File: src/rtl/umi_defs.svh
// umi merge widths and input count, shared by the package and every rtl block
`ifndef UMI_DEFS_SVH
`define UMI_DEFS_SVH

// ########################################
// umi field widths
// ########################################

`define UMI_DW 64 // data word
`define UMI_CW 32 // command word
`define UMI_AW 64 // address width, dst and src alike

// ########################################
// merge geometry
// ########################################

// inputs feeding the merge, order is {in1, in0}
`define UMI_NIN 2

`endif

File: src/rtl/umi_pkg.sv
// umi merge types: field vectors, single-beat packet struct, arbiter hold states
`include "umi_defs.svh"

package umi_pkg;

   // ########################################
   // field vectors
   // ########################################

   typedef logic [`UMI_CW-1:0] umi_cmd_t;  // opcode, size, len etc
   typedef logic [`UMI_AW-1:0] umi_addr_t; // dst or src address
   typedef logic [`UMI_DW-1:0] umi_data_t; // one data word

   // one complete umi transfer, single beat
   typedef struct packed {
      umi_cmd_t  cmd;     // passed through, never decoded here
      umi_addr_t dstaddr; // where the request goes
      umi_addr_t srcaddr; // where a response would return
      umi_data_t data;    // payload word
   } umi_pkt_t;

   // arbiter hold fsm
   typedef enum logic {
      ARB_IDLE   = 1'b0, // free to pick a new source
      ARB_LOCKED = 1'b1  // granted packet stalled, sel frozen
   } arb_state_t;

endpackage

File: src/rtl/umi_arbiter2.sv
// round-robin arbiter for the 2:1 umi merge, holds its grant while the output stalls
`timescale 1ns/1ps
`include "umi_defs.svh"

module umi_arbiter2
   import umi_pkg::*;
   (
   input  logic                clk,
   input  logic                rst_n,
   input  logic [`UMI_NIN-1:0] in_valid,  // requests {in1, in0}
   input  logic                mux_valid, // merged valid after the mux
   input  logic                mux_ready, // slice can take a packet
   output logic                sel        // 1=in1, 0=in0
);

   arb_state_t state;       // idle or locked
   logic       prio;        // source that wins a tie
   logic       sel_hold;    // last grant, replayed while locked
   logic       pick;        // fresh round-robin choice
   logic       grant_done;  // granted packet moved this cycle
   logic       grant_stall; // granted packet waiting on the slice

   // ########################################
   // select
   // ########################################

   // tie goes to prio, otherwise whoever is asking
   // with no request at all this lands on in0, harmless since mux_valid is low
   assign pick = (in_valid[0] & in_valid[1]) ? prio : in_valid[1];

   // locked keeps ready routing steady until the stalled transfer finishes
   assign sel = (state == ARB_LOCKED) ? sel_hold : pick;

   assign grant_done  = mux_valid & mux_ready;
   assign grant_stall = mux_valid & ~mux_ready;

   // ########################################
   // priority and hold fsm
   // ########################################

   always_ff @(posedge clk or negedge rst_n) begin
      if (!rst_n) begin
         state    <= ARB_IDLE;
         prio     <= 1'b0; // in0 first out of reset
         sel_hold <= 1'b0;
      end else begin
         sel_hold <= sel; // follows the live grant, frozen by the mux above

         case (state)
            ARB_IDLE: begin
               if (grant_stall) begin
                  state <= ARB_LOCKED; // slice full, pin the grant
               end
            end
            ARB_LOCKED: begin
               // sender keeps valid up, so only a transfer releases us
               if (!grant_stall) begin
                  state <= ARB_IDLE;
               end
            end
            default: begin
               state <= ARB_IDLE;
            end
         endcase

         // hand priority to the other side after each transfer
         if (grant_done) begin
            prio <= ~sel;
         end
      end
   end

endmodule

File: src/rtl/umi_mux2.sv
// 2:1 umi packet mux steered by an external select, routes ready back to the inputs
`timescale 1ns/1ps
`include "umi_defs.svh"

module umi_mux2
   import umi_pkg::*;
   (
   input  logic                    sel,       // 1=in1, 0=in0
   // incoming umi, order {in1, in0}
   input  logic     [`UMI_NIN-1:0] in_valid,
   input  umi_pkt_t [`UMI_NIN-1:0] in_pkt,
   output logic     [`UMI_NIN-1:0] in_ready,
   // merged umi toward the slice
   output logic                    mux_valid,
   output umi_pkt_t                mux_pkt,
   input  logic                    mux_ready
);

   // ########################################
   // packet path
   // ########################################

   // whole struct in one go, cmd/addr/data stay together
   assign mux_pkt = sel ? in_pkt[1] : in_pkt[0];

   // ########################################
   // valid / ready
   // ########################################

   assign mux_valid = (sel & in_valid[1]) |
                      (~sel & in_valid[0]);

   // idle input always ready, busy one only when selected and downstream takes it
   assign in_ready[0] = ~in_valid[0] | (~sel & mux_ready);
   assign in_ready[1] = ~in_valid[1] | (sel & mux_ready);

endmodule

File: src/rtl/umi_out_slice.sv
// two-entry skid slice on the merged umi stream, registered valid, packet and ready
`timescale 1ns/1ps
`include "umi_defs.svh"

module umi_out_slice
   import umi_pkg::*;
   (
   input  logic     clk,
   input  logic     rst_n,
   // from the mux
   input  logic     in_valid,
   input  umi_pkt_t in_pkt,
   output logic     in_ready,  // straight from a flop
   // to the merge output
   output logic     out_valid,
   output umi_pkt_t out_pkt,
   input  logic     out_ready
);

   logic     skid_valid; // second entry occupied
   umi_pkt_t skid_pkt;   // parked packet while main is stalled
   logic     in_fire;    // mux -> slice transfer
   logic     main_free;  // main register empty or draining this cycle
   logic     load_main;  // main takes the incoming packet
   logic     load_skid;  // skid takes the incoming packet

   assign in_fire   = in_valid & in_ready;
   assign main_free = ~out_valid | out_ready;

   // skid always drains into main first, so in_fire never coincides with skid_valid
   assign load_main = main_free & ~skid_valid & in_fire;
   assign load_skid = ~main_free & in_fire;

   // ########################################
   // occupancy and ready
   // ########################################

   always_ff @(posedge clk or negedge rst_n) begin
      if (!rst_n) begin
         out_valid  <= 1'b0;
         skid_valid <= 1'b0;
         in_ready   <= 1'b1; // both entries empty
      end else begin
         if (main_free) begin
            out_valid  <= skid_valid | in_fire; // refill from skid or input
            skid_valid <= 1'b0;
            in_ready   <= 1'b1; // at most one entry held next
         end else if (load_skid) begin
            skid_valid <= 1'b1;
            in_ready   <= 1'b0; // two held, push back on the mux
         end
      end
   end

   // ########################################
   // payload
   // ########################################

   always_ff @(posedge clk) begin
      if (main_free && skid_valid) begin
         out_pkt <= skid_pkt; // oldest first
      end else if (load_main) begin
         out_pkt <= in_pkt;
      end

      if (load_skid) begin
         skid_pkt <= in_pkt;
      end
   end

endmodule

File: src/rtl/umi_mux2_arb.sv
// two-input umi merge, round-robin arbiter, 2:1 mux and output skid slice
`timescale 1ns/1ps
`include "umi_defs.svh"

module umi_mux2_arb
   import umi_pkg::*;
   (
   input  logic                    clk,
   input  logic                    rst_n,
   // umi inputs, order {in1, in0}
   input  logic     [`UMI_NIN-1:0] in_valid,
   input  umi_pkt_t [`UMI_NIN-1:0] in_pkt,
   output logic     [`UMI_NIN-1:0] in_ready,
   // merged umi output
   output logic                    out_valid,
   output umi_pkt_t                out_pkt,
   input  logic                    out_ready
);

   logic     sel;       // arbiter grant
   logic     mux_valid;
   umi_pkt_t mux_pkt;
   logic     mux_ready; // registered, from the slice

   // ########################################
   // arbitration
   // ########################################

   umi_arbiter2 arbiter_inst (
      .clk       (clk),
      .rst_n     (rst_n),
      .in_valid  (in_valid),
      .mux_valid (mux_valid), // watches for grant completion
      .mux_ready (mux_ready),
      .sel       (sel)
   );

   umi_mux2 mux_inst (
      .sel       (sel),
      .in_valid  (in_valid),
      .in_pkt    (in_pkt),
      .in_ready  (in_ready),
      .mux_valid (mux_valid),
      .mux_pkt   (mux_pkt),
      .mux_ready (mux_ready)
   );

   // ########################################
   // output register slice
   // ########################################

   umi_out_slice slice_inst (
      .clk       (clk),
      .rst_n     (rst_n),
      .in_valid  (mux_valid),
      .in_pkt    (mux_pkt),
      .in_ready  (mux_ready),
      .out_valid (out_valid),
      .out_pkt   (out_pkt),
      .out_ready (out_ready)
   );

endmodule

File: config.mk
export PLATFORM = sky130hd
export DESIGN_NAME = umi_mux2_arb
export DESIGN_NICKNAME = d
export VERILOG_FILES = /design/src/rtl/umi_pkg.sv /design/src/rtl/umi_arbiter2.sv /design/src/rtl/umi_mux2.sv /design/src/rtl/umi_out_slice.sv /design/src/rtl/umi_mux2_arb.sv
export VERILOG_INCLUDE_DIRS = /design/src /design/src/rtl
export SDC_FILE = /design/constraint.sdc
export NUM_CORES = 1
export LEC_CHECK = 0
export BUFFER_PORTS_ARGS = -buffer_cell sky130_fd_sc_hd__buf_2
export CAP_MARGIN = 15
export CORE_AREA = 2 2 263 265
export CTS_BUF_LIST = sky130_fd_sc_hd__clkbuf_16
export CTS_CLUSTER_DIAMETER = 120
export CTS_CLUSTER_SIZE = 24
export DETAILED_ROUTE_END_ITERATION = 7
export DIE_AREA = 0 0 265 267
export SYNTH_ARGS = -nofsm -noshare
export SYNTH_HDL_FRONTEND = slang
export SYNTH_SLANG_ARGS = --single-unit
File: constraint.sdc
create_clock -name clk -period 22 [get_ports clk]
set_input_delay 3.3 -clock clk [delete_from_list [all_inputs] [get_ports clk]]
set_output_delay 3.3 -clock clk [all_outputs]
set_load 0.02 [all_outputs]
**Yosys cells after proc, flatten, opt, wreduce, memory -nomap -nowiden**

Cells that the tools add are included.

- Reductions and logical operators: 3
- Multiplexer cells: 10
- Bitwise logic cells: 22

Operators with widths:

| kind | number |
|---|---|
| 2-to-1 mux 224 bit | 3 |
| AND 1 bit | 10 |
| 2-to-1 mux 1 bit | 7 |
| inverter 1 bit | 7 |
| bitwise OR 1 bit | 5 |
| nonzero test 2 bit | 2 |
| logical AND 1 bit | 1 |

- Output and inout bits: 227
- Input bits: 453
- Bits in registers: 454
- Word-level logic and storage cells: 49

**Logic depth before layout (Yosys ltp)**

Gate-level depths: netlist of the first run.

- Depth after elaboration: 10
- Depth in mapped cells: 8
- Gate-level depth less buffers: 5

**Hierarchy**

Synthesis of the first run repeated with hierarchy kept, for this count alone.

- Cells, all modules: 974
- Area, all modules: 19900.3 um2

By module, submodules not included:

| module | area an instance (um2) | instances | cells each |
|---|---|---|---|
| umi_out_slice | 16947.5 | 1 | 709 |
| umi_mux2 | 2832.7 | 1 | 254 |
| umi_arbiter2 | 120.1 | 1 | 11 |

**Worst setup path after synthesis of the first run**

Ideal clock, no wire load.

- Path type: input -> register
- Start point: input port in_valid[1]
- End point: register, netlist name slice_inst.out_pkt[0]
- Path slack: 6.672 ns
- Library setup time: 0.884 ns
- Arrival: 14.445 ns
- Cell stages on the path: 4
- Cells stage by stage: mux2i_1 > a21oi_1 > a21oi_1 > a21oi_1

- Longest elaborated chain between the ends: 9
- Elaborated cells between the ends (all ways): 10

Ends and longest elaborated chain:

| item | line | source |
|---|---|---|
| from (decl) | umi_mux2_arb.sv:11 | `` input logic [`UMI_NIN-1:0] in_valid, `` |
| AND 1 bit | umi_arbiter2.sv:29 | `assign pick = (in_valid[0] & in_valid[1]) ? prio : in_valid[1];` |
| 2-to-1 mux 1 bit | umi_arbiter2.sv:29 |  |
| 2-to-1 mux 1 bit | umi_arbiter2.sv:32 | `assign sel = (state == ARB_LOCKED) ? sel_hold : pick;` |
| inverter 1 bit | umi_mux2.sv:31 | `(~sel & in_valid[0]);` |
| AND 1 bit | umi_mux2.sv:31 |  |
| bitwise OR 1 bit * | umi_mux2.sv:30 | `assign mux_valid = (sel & in_valid[1]) \|` |
| AND 1 bit * | umi_out_slice.sv:27 | `assign in_fire = in_valid & in_ready;` |
| AND 1 bit * | umi_out_slice.sv:31 | `assign load_main = main_free & ~skid_valid & in_fire;` |
| nonzero test 2 bit (no line) * | -- |  |

Every way passes the cells marked *; elsewhere a longest branch is shown, timed or not.
A chain may end at the register's enable or synchronous reset.

**Worst setup path in the final report of the first run**

- Start point: input port in_valid[0]
- End point: output port in_ready[1]

- Longest elaborated chain between the ends: 5

Ends and longest elaborated chain:

| item | line | source |
|---|---|---|
| AND 1 bit | umi_arbiter2.sv:29 |  |
| 2-to-1 mux 1 bit | umi_arbiter2.sv:29 |  |
| 2-to-1 mux 1 bit | umi_arbiter2.sv:32 |  |
| AND 1 bit | umi_mux2.sv:35 | `assign in_ready[1] = ~in_valid[1] \| (sel & mux_ready);` |
| bitwise OR 1 bit | umi_mux2.sv:35 |  |
| to (decl) | umi_mux2_arb.sv:13 | `` output logic [`UMI_NIN-1:0] in_ready, `` |

No other way between the ends.

==> results of run 1 <==
[area by class of cell]
cell class              instances  area (µm²)  area share
clock buffers                  23       575.6     0.02420
clock inverters                 8       30.03    0.001263
inverters                       2       12.51   0.0005261
multi-input cells            1146        4933      0.2074
flip-flops and latches        454       13600      0.5720
well taps                     882        1104     0.04640
repair buffers                694        3523      0.1481
[stage by stage]
stage	power, W	cell area, µm²	utilization	hold WS (ns)
2_1_floorplan	0.001766	19040	-	0.4638
3_3_place_gp	0.001954	23180	0.3409	0.5237
3_5_place_dp	0.001973	23180	0.3409	0.5332
4_1_cts	0.002431	23780	0.3498	0.5454
5_1_grt	0.002523	23780	0.3498	0.5706
6_report	0.002402	23780	0.3498	0.5458
[synth_stat cells]
cell / n / area share
a21oi_1: 3 / 0.00079
a21o_1: 2 / 0.00079
buf_2: 28 / 0.0074
nor2_1: 228 / 0.045
nand3_1: 1 / 0.00026
a31oi_1: 225 / 0.074
dfstp_2: 1 / 0.0014
edfxtp_1: 448 / 0.71
clkbuf_1: 52 / 0.010
buf_4: 7 / 0.0028
a21boi_0: 1 / 0.00039
o21ai_0: 1 / 0.00026
nand2_1: 680 / 0.13
mux2i_1: 1 / 0.00053
nor2b_1: 1 / 0.00033
nand2b_1: 2 / 0.00066
buf_6: 12 / 0.0071
dfrtp_1: 5 / 0.0066
inv_1: 1 / 0.00020
inv_4: 1 / 0.00033
o21a_1: 1 / 0.00039
[sequential cells by signal, indices dropped and copies added, names as in the netlist]
signal                 count
slice_inst.out_valid       1
slice_inst.in_ready        1
slice_inst.out_pkt       224
arbiter_inst.state         1
arbiter_inst.prio          1
arbiter_inst.sel_hold      1
slice_inst.skid_pkt      224
slice_inst.skid_valid      1
[report_power, final]
group | total, W | switching, W | leakage [nW] | internal [W]
combinational | 0.000693 | 0.000493 | 5.67 | 0.000201
sequential | 0.00125 | 0.0000540 | 4.32 | 0.00120
clock | 0.000457 | 0.000268 | 0.322 | 0.000189
total | 0.00240 | 0.000814 | 10.3 | 0.00159
[worst min-delay path by stage]
stage	to	slack (ns)	depth (start not counted)
final	arbiter_inst.prio	0.55	1
after global routing	arbiter_inst.prio	0.57	1
after CTS	arbiter_inst.prio	0.55	1
after detailed placement	arbiter_inst.state	0.53	1
after global placement	arbiter_inst.prio	0.52	1
after floorplan	slice_inst.out_valid	0.46	2
[logic make-up after synthesis]
| logic type | after synthesis |
|---|---|
| simple gates | 912 |
| flops | 454 |
| compound gates | 233 |
| buf+inv | 101 |
| mux | 1 |
[per-layer routing]
| metal | share of wire | GRT usage | up-vias |
|---|---|---|---|
| met5 | 0.00023 | 0 | - |
| met4 | 0.022 | 0.03756 | 2 |
| met3 | 0.070 | 0.02962 | 69 |
| met2 | 0.50 | 0.2608 | 588 |
| met1 | 0.40 | 0.1815 | 7181 |
| li1 | - | - | 7183 |
==> results.yml, run 1 <==
sta:
  setup_slack_ns: 13.86
  max_slew.worst_pin.slew_ns: 1.111
  finalSetupViolations: 0
  fin_crit_sh: 0.3700
  slew_viol_final: 0
  layout_min_cycle_time_ns: 8.141
  rsz0062_at_grt: "no"
  setup-tns-final_ns: 0
  skew_ns: 0.01284
  slew_headroom: 0.2594
  max_freq_mhz: 122.8
  hold_violations: 0
logic_synthesis:
  synth.avg_cell_area_um2: 11.19
  ys_warn_count: 0
  synth_nets: 2154
  synth-simple-area-share: 0.1803
  synth_seq_area_share: 0.7146
  netlist_area_mm2: 0.01904
  syn-instance-count: 1701
  yosys_register_bits: 454
  synth_mux_area_frac: 0.0005258
  synth_top_family_by_area: "simple AND/OR/NAND/NOR gates"
  synth.distinct_cells: 21
  synth-adder-area-share: 0
  synth_compound_area_frac: 0.07657
  synth_xor_area_frac: 0
power:
  peakVddDrop_mv: 0.05032
  p_leak_nw: 10.31
  p_per_area_mw_per_mm2: 101.0
floorplan:
  die-width_um: 265
  placementRows: 96
  io_pins: 680
  die_h_um: 267
  dieArea_mm2: 0.07076
  core_area_mm2: 0.06799
  start_util: 0.2800
hold_path:
  hold_start: "arbiter_inst.prio"
  worst_hold_path_type: "reg2reg"
placement:
  place_ws_ns: 13.85
  gp_congestion: 0.8685
  dp_cells: 3178
  port_buffers: 679
  dp_hpwl_mm: 39.08
global_route:
  grt_max_degree: 156
  grt.total_usage: 0.1466
  grt_pass1_wl_mm: 82.44
  grt_antenna_before_repair: 1
  grt_pass1_vias: 14571
  overflow: 0
worst_setup_path:
  cp.depth: 7
  r2r-start: "slice_inst.out_valid"
  crit_path_end: "in_ready[1]"
  crit_chain: "buf_2, nor2b_1, o21a_4, inv_6, nand2_1, nand2_1, buf_2"
  worst_ep_required_time_ns: 18.70
  r2r_slack_ns: 18.28
  startpoint_type: "input pin"
  cpLargestDelayFamily: "buffers and inverters"
  crit_start: "in_valid[0]"
  rr_endpoint: "slice_inst.out_pkt[112]"
  arrival_ns: 4.84
  critical_path_class: "in2out"
  worst_path_max_delay_cell: "inv_6"
  critPathBufInv: 3
  worst-r2r-cell-count: 5
  cp-end-kind: "output port"
  worst-path-max-fanout: 81
  max_stage_delay_ns: 0.52
clock_network:
  cts.repair.resized: 0
  clkSlewWorstSetupHoldPaths_ns: 0.09
  cts.sinks: 454
  insertion_delay_ns: 0.57
  cts_tree: "yes"
  cts.path.max_buffers: 3
  cts_made_buffers: 22
  cts_root_buf: "clkbuf_16"
  htreeDepth: 1
  post-cts-setup-buffer-count: 0
  cts_hold_buf: 0
route:
  wl_mm: 55.41
  route.detailed.drc: 0
  dr.pass1.iters: 5
  drt_iter0_drc: 1124
  avgViaCountPerCell: 4.682
  avgRoutedWirePerCell_um: 17.27
  drtAntennaViolNets: 0
  via_count: 15023
finish:
  final_nets: 2773
  layout_common_cells: "nand2_1 (679), buf_2 (679), edfxtp_1 (448)"
  area_delta_synth_final_pct: 24.93
  instances_no_fill: 3209
  drive_gt1_frac: 0.3107
  diodes: 0
  fill_cells: 6888
status:
  status: "finished clean"
job:
  maxCapViolCount: 0
Power figures use the tool's default switching activity.
==> run 2: changes to the inputs <==
ABC_AREA = 1   (was not set)
CORE_AREA = 2 2 266 268   (was 2 2 263 265)
DIE_AREA = 0 0 268 270   (was 0 0 265 267)
clock period = 7.2 ns   (was 22 ns; I/O delays follow)
==> results.yml, run 2 <==
clock_network:
  post-cts-setup-buffer-count: 0
  cts.repair.resized: 0
  cts_tree: "yes"
  cts.sinks: 454
  cts_root_buf: "clkbuf_16"
  cts_hold_buf: 0
  cts.path.max_buffers: 3
  cts_made_buffers: 23
  insertion_delay_ns: 0.57
  clkSlewWorstSetupHoldPaths_ns: 0.09
  htreeDepth: 1
worst_setup_path:
  worst-r2r-cell-count: 7
  arrival_ns: 2.57
  worst_ep_required_time_ns: 6.12
  r2r_slack_ns: 4.13
  startpoint_type: "input pin"
  cp-end-kind: "output port"
  rr_endpoint: "slice_inst.out_pkt[159]"
  critical_path_class: "in2out"
  worst-path-max-fanout: 105
  r2r-start: "arbiter_inst.state"
logic_synthesis:
  synth_seq_area_share: 0.7030
  synth_compound_area_frac: 0.001034
  ys_warn_count: 0
  yosys_register_bits: 454
  synthArstFlopShare: 0.01322
  synth_edf_count: 448
  synth_top_area_cell: "edfxtp_1"
  netlist_area_mm2: 0.01935
  synth_xor_area_frac: 0
  synth.distinct_cells: 21
  synth-adder-area-share: 0
  netlist_top_cells_area: "edfxtp_1 (70%), nand2_1 (26%), buf_2 (1.2%)"
  synth.most_common_cell: "nand2_1"
  synth_mux_area_frac: 0
  synth.avg_cell_area_um2: 10.04
  synth_common_cells: "nand2_1 (1352), edfxtp_1 (448), buf_2 (47)"
  synth_top_area_share: 0.6952
  ys.flop_type: "edfxtp_1"
  synth-simple-area-share: 0.2654
  syn-instance-count: 1927
  synth_nets: 2380
  synth_top_family_by_area: "simple AND/OR/NAND/NOR gates"
floorplan:
  dieArea_mm2: 0.07236
  die_h_um: 270
  placementRows: 97
  io_pins: 680
  core_area_mm2: 0.06954
  start_util: 0.2783
  die-width_um: 268
route:
  avgViaCountPerCell: 4.172
  drt_iter0_drc: 974
  dr.pass1.iters: 4
  avgRoutedWirePerCell_um: 15.90
  wl_mm: 55.60
  wl_met3_mm: 3.487
  via_count: 14594
  route.detailed.drc: 0
  wl_met2_mm: 27.03
  drtAntennaViolNets: 0
  met1Wirelength_mm: 23.38
  dr.max_layer_used: "met4"
finish:
  area_delta_synth_final_pct: 25.11
  final_nets: 3000
  regArea_mm2: 0.01360
  multi_input_area_mm2: 0.005189
  final_common_cell: "nand2_1"
  drive_gt1_frac: 0.2845
  reg_top3: "slice_inst.out_pkt x224, slice_inst.skid_pkt x224"
  layout_common_cells: "nand2_1 (1352), buf_2 (679), edfxtp_1 (448)"
  fill_cells: 7103
sta:
  whs_ns: 0.3207
  max_freq_mhz: 274.3
  hold_violations: 0
  rsz0062_at_grt: "no"
  slew_viol_final: 0
  finalSetupViolations: 0
  layout_min_cycle_time_ns: 3.646
  fin_crit_sh: 0.5063
  max_slew.worst_pin.slew_ns: 1.126
  slew_headroom: 0.2496
  setup-tns-final_ns: 0
  skew_ns: 0.02576
job:
  maxCapViolCount: 0
global_route:
  grt_max_degree: 144
  grt_antenna_before_repair: 7
  grt.total_usage: 0.1456
  grt_pass1_vias: 13986
  overflow: 0
  grt_pass1_wl_mm: 81.96
power:
  intPower_w: 0.005060
  clkPwrFrac: 0.183
  peakVddDrop_mv: 0.1647
  combPwrFrac: 0.319
  switchingPower_w: 0.002899
  p_total_w: 0.007960
  p_seq_frac: 0.498
  swShare: 0.3643
  p_leak_nw: 11.42
  p_per_area_mw_per_mm2: 328.8
hold_path:
  worst_hold_path_type: "in2async"
status:
  status: "finished clean"
placement:
  gp_congestion: 0.8508
  dp_hpwl_mm: 38.27
  port_buffers: 679
==> run 2: power by group through the flow <==
stage | logic, W | clock network [W] | registers, W
2_1_floorplan | 0.00111 | 0 | 0.00455
3_3_place_gp | 0.00257 | 0 | 0.00401
3_5_place_dp | 0.00259 | 0 | 0.00402
4_1_cts | 0.00259 | 0.00153 | 0.00397
5_1_grt | 0.00282 | 0.00160 | 0.00402
6_report | 0.00254 | 0.00146 | 0.00396
==> run 2: worst max path at each step <==
stage	start	end	slack (ns)	cells past startpoint
finish	in_valid[1]	in_ready[1]	3.55	8
global route	in_valid[1]	in_ready[1]	3.40	8
CTS	in_valid[1]	in_ready[1]	3.51	8
detailed placement	in_valid[1]	slice_inst.out_pkt[136]	3.33	9
global placement	in_valid[1]	slice_inst.out_pkt[136]	3.33	9
floorplan	in_valid[1]	slice_inst.out_pkt[0]	1.36	6
==> run 2: critical path, cell delays in order <==
cell and delay, ns:
buf_2 0.08, inv_1 0.04, nor2_1 0.08, nand2_1 0.14, nand2_8 0.49, inv_8 0.22
o21ai_0 0.21, buf_2 0.19
==> run 2: cell type report <==
class                           count  area share
Clock inverter                      9    0.002170
Antenna cell                        3   0.0003101
Inverter                            9    0.002015
Tap cell                          940     0.04858
Multi-Input combinational cell   1367      0.2143
Sequential cell                   454      0.5619
Timing Repair Buffer              692      0.1459
Clock buffer                       24     0.02480
==> run 2: through the flow <==
stage	instances	util	area, µm²	worst slack, ns
4_1_cts	3495	0.3481	24200	3.511
2_1_floorplan	1927	-	19370	1.359
3_3_place_gp	3462	0.3387	23550	3.326
5_1_grt	3498	0.3482	24210	3.402
3_5_place_dp	3462	0.3387	23550	3.332
6_report	3498	0.3482	24210	3.554
==> run 2: kinds of logic (layout without fill, tap and decap cells) <==
logic type | Yosys count | in the layout
buffers and inverters | 106 | 734
AOI/OAI and AO/OA | 4 | 4
other | 0 | 3
DFF | 454 | 454
and+or+nand+nor | 1363 | 1363
==> run 2: metal layers <==
layer | global-route usage | vias to the layer above
met2 | 0.2490 | 474
met5 | 0 | -
li1 | - | 7399
met1 | 0.1849 | 6646
met3 | 0.02899 | 75
met4 | 0.04440 | 0
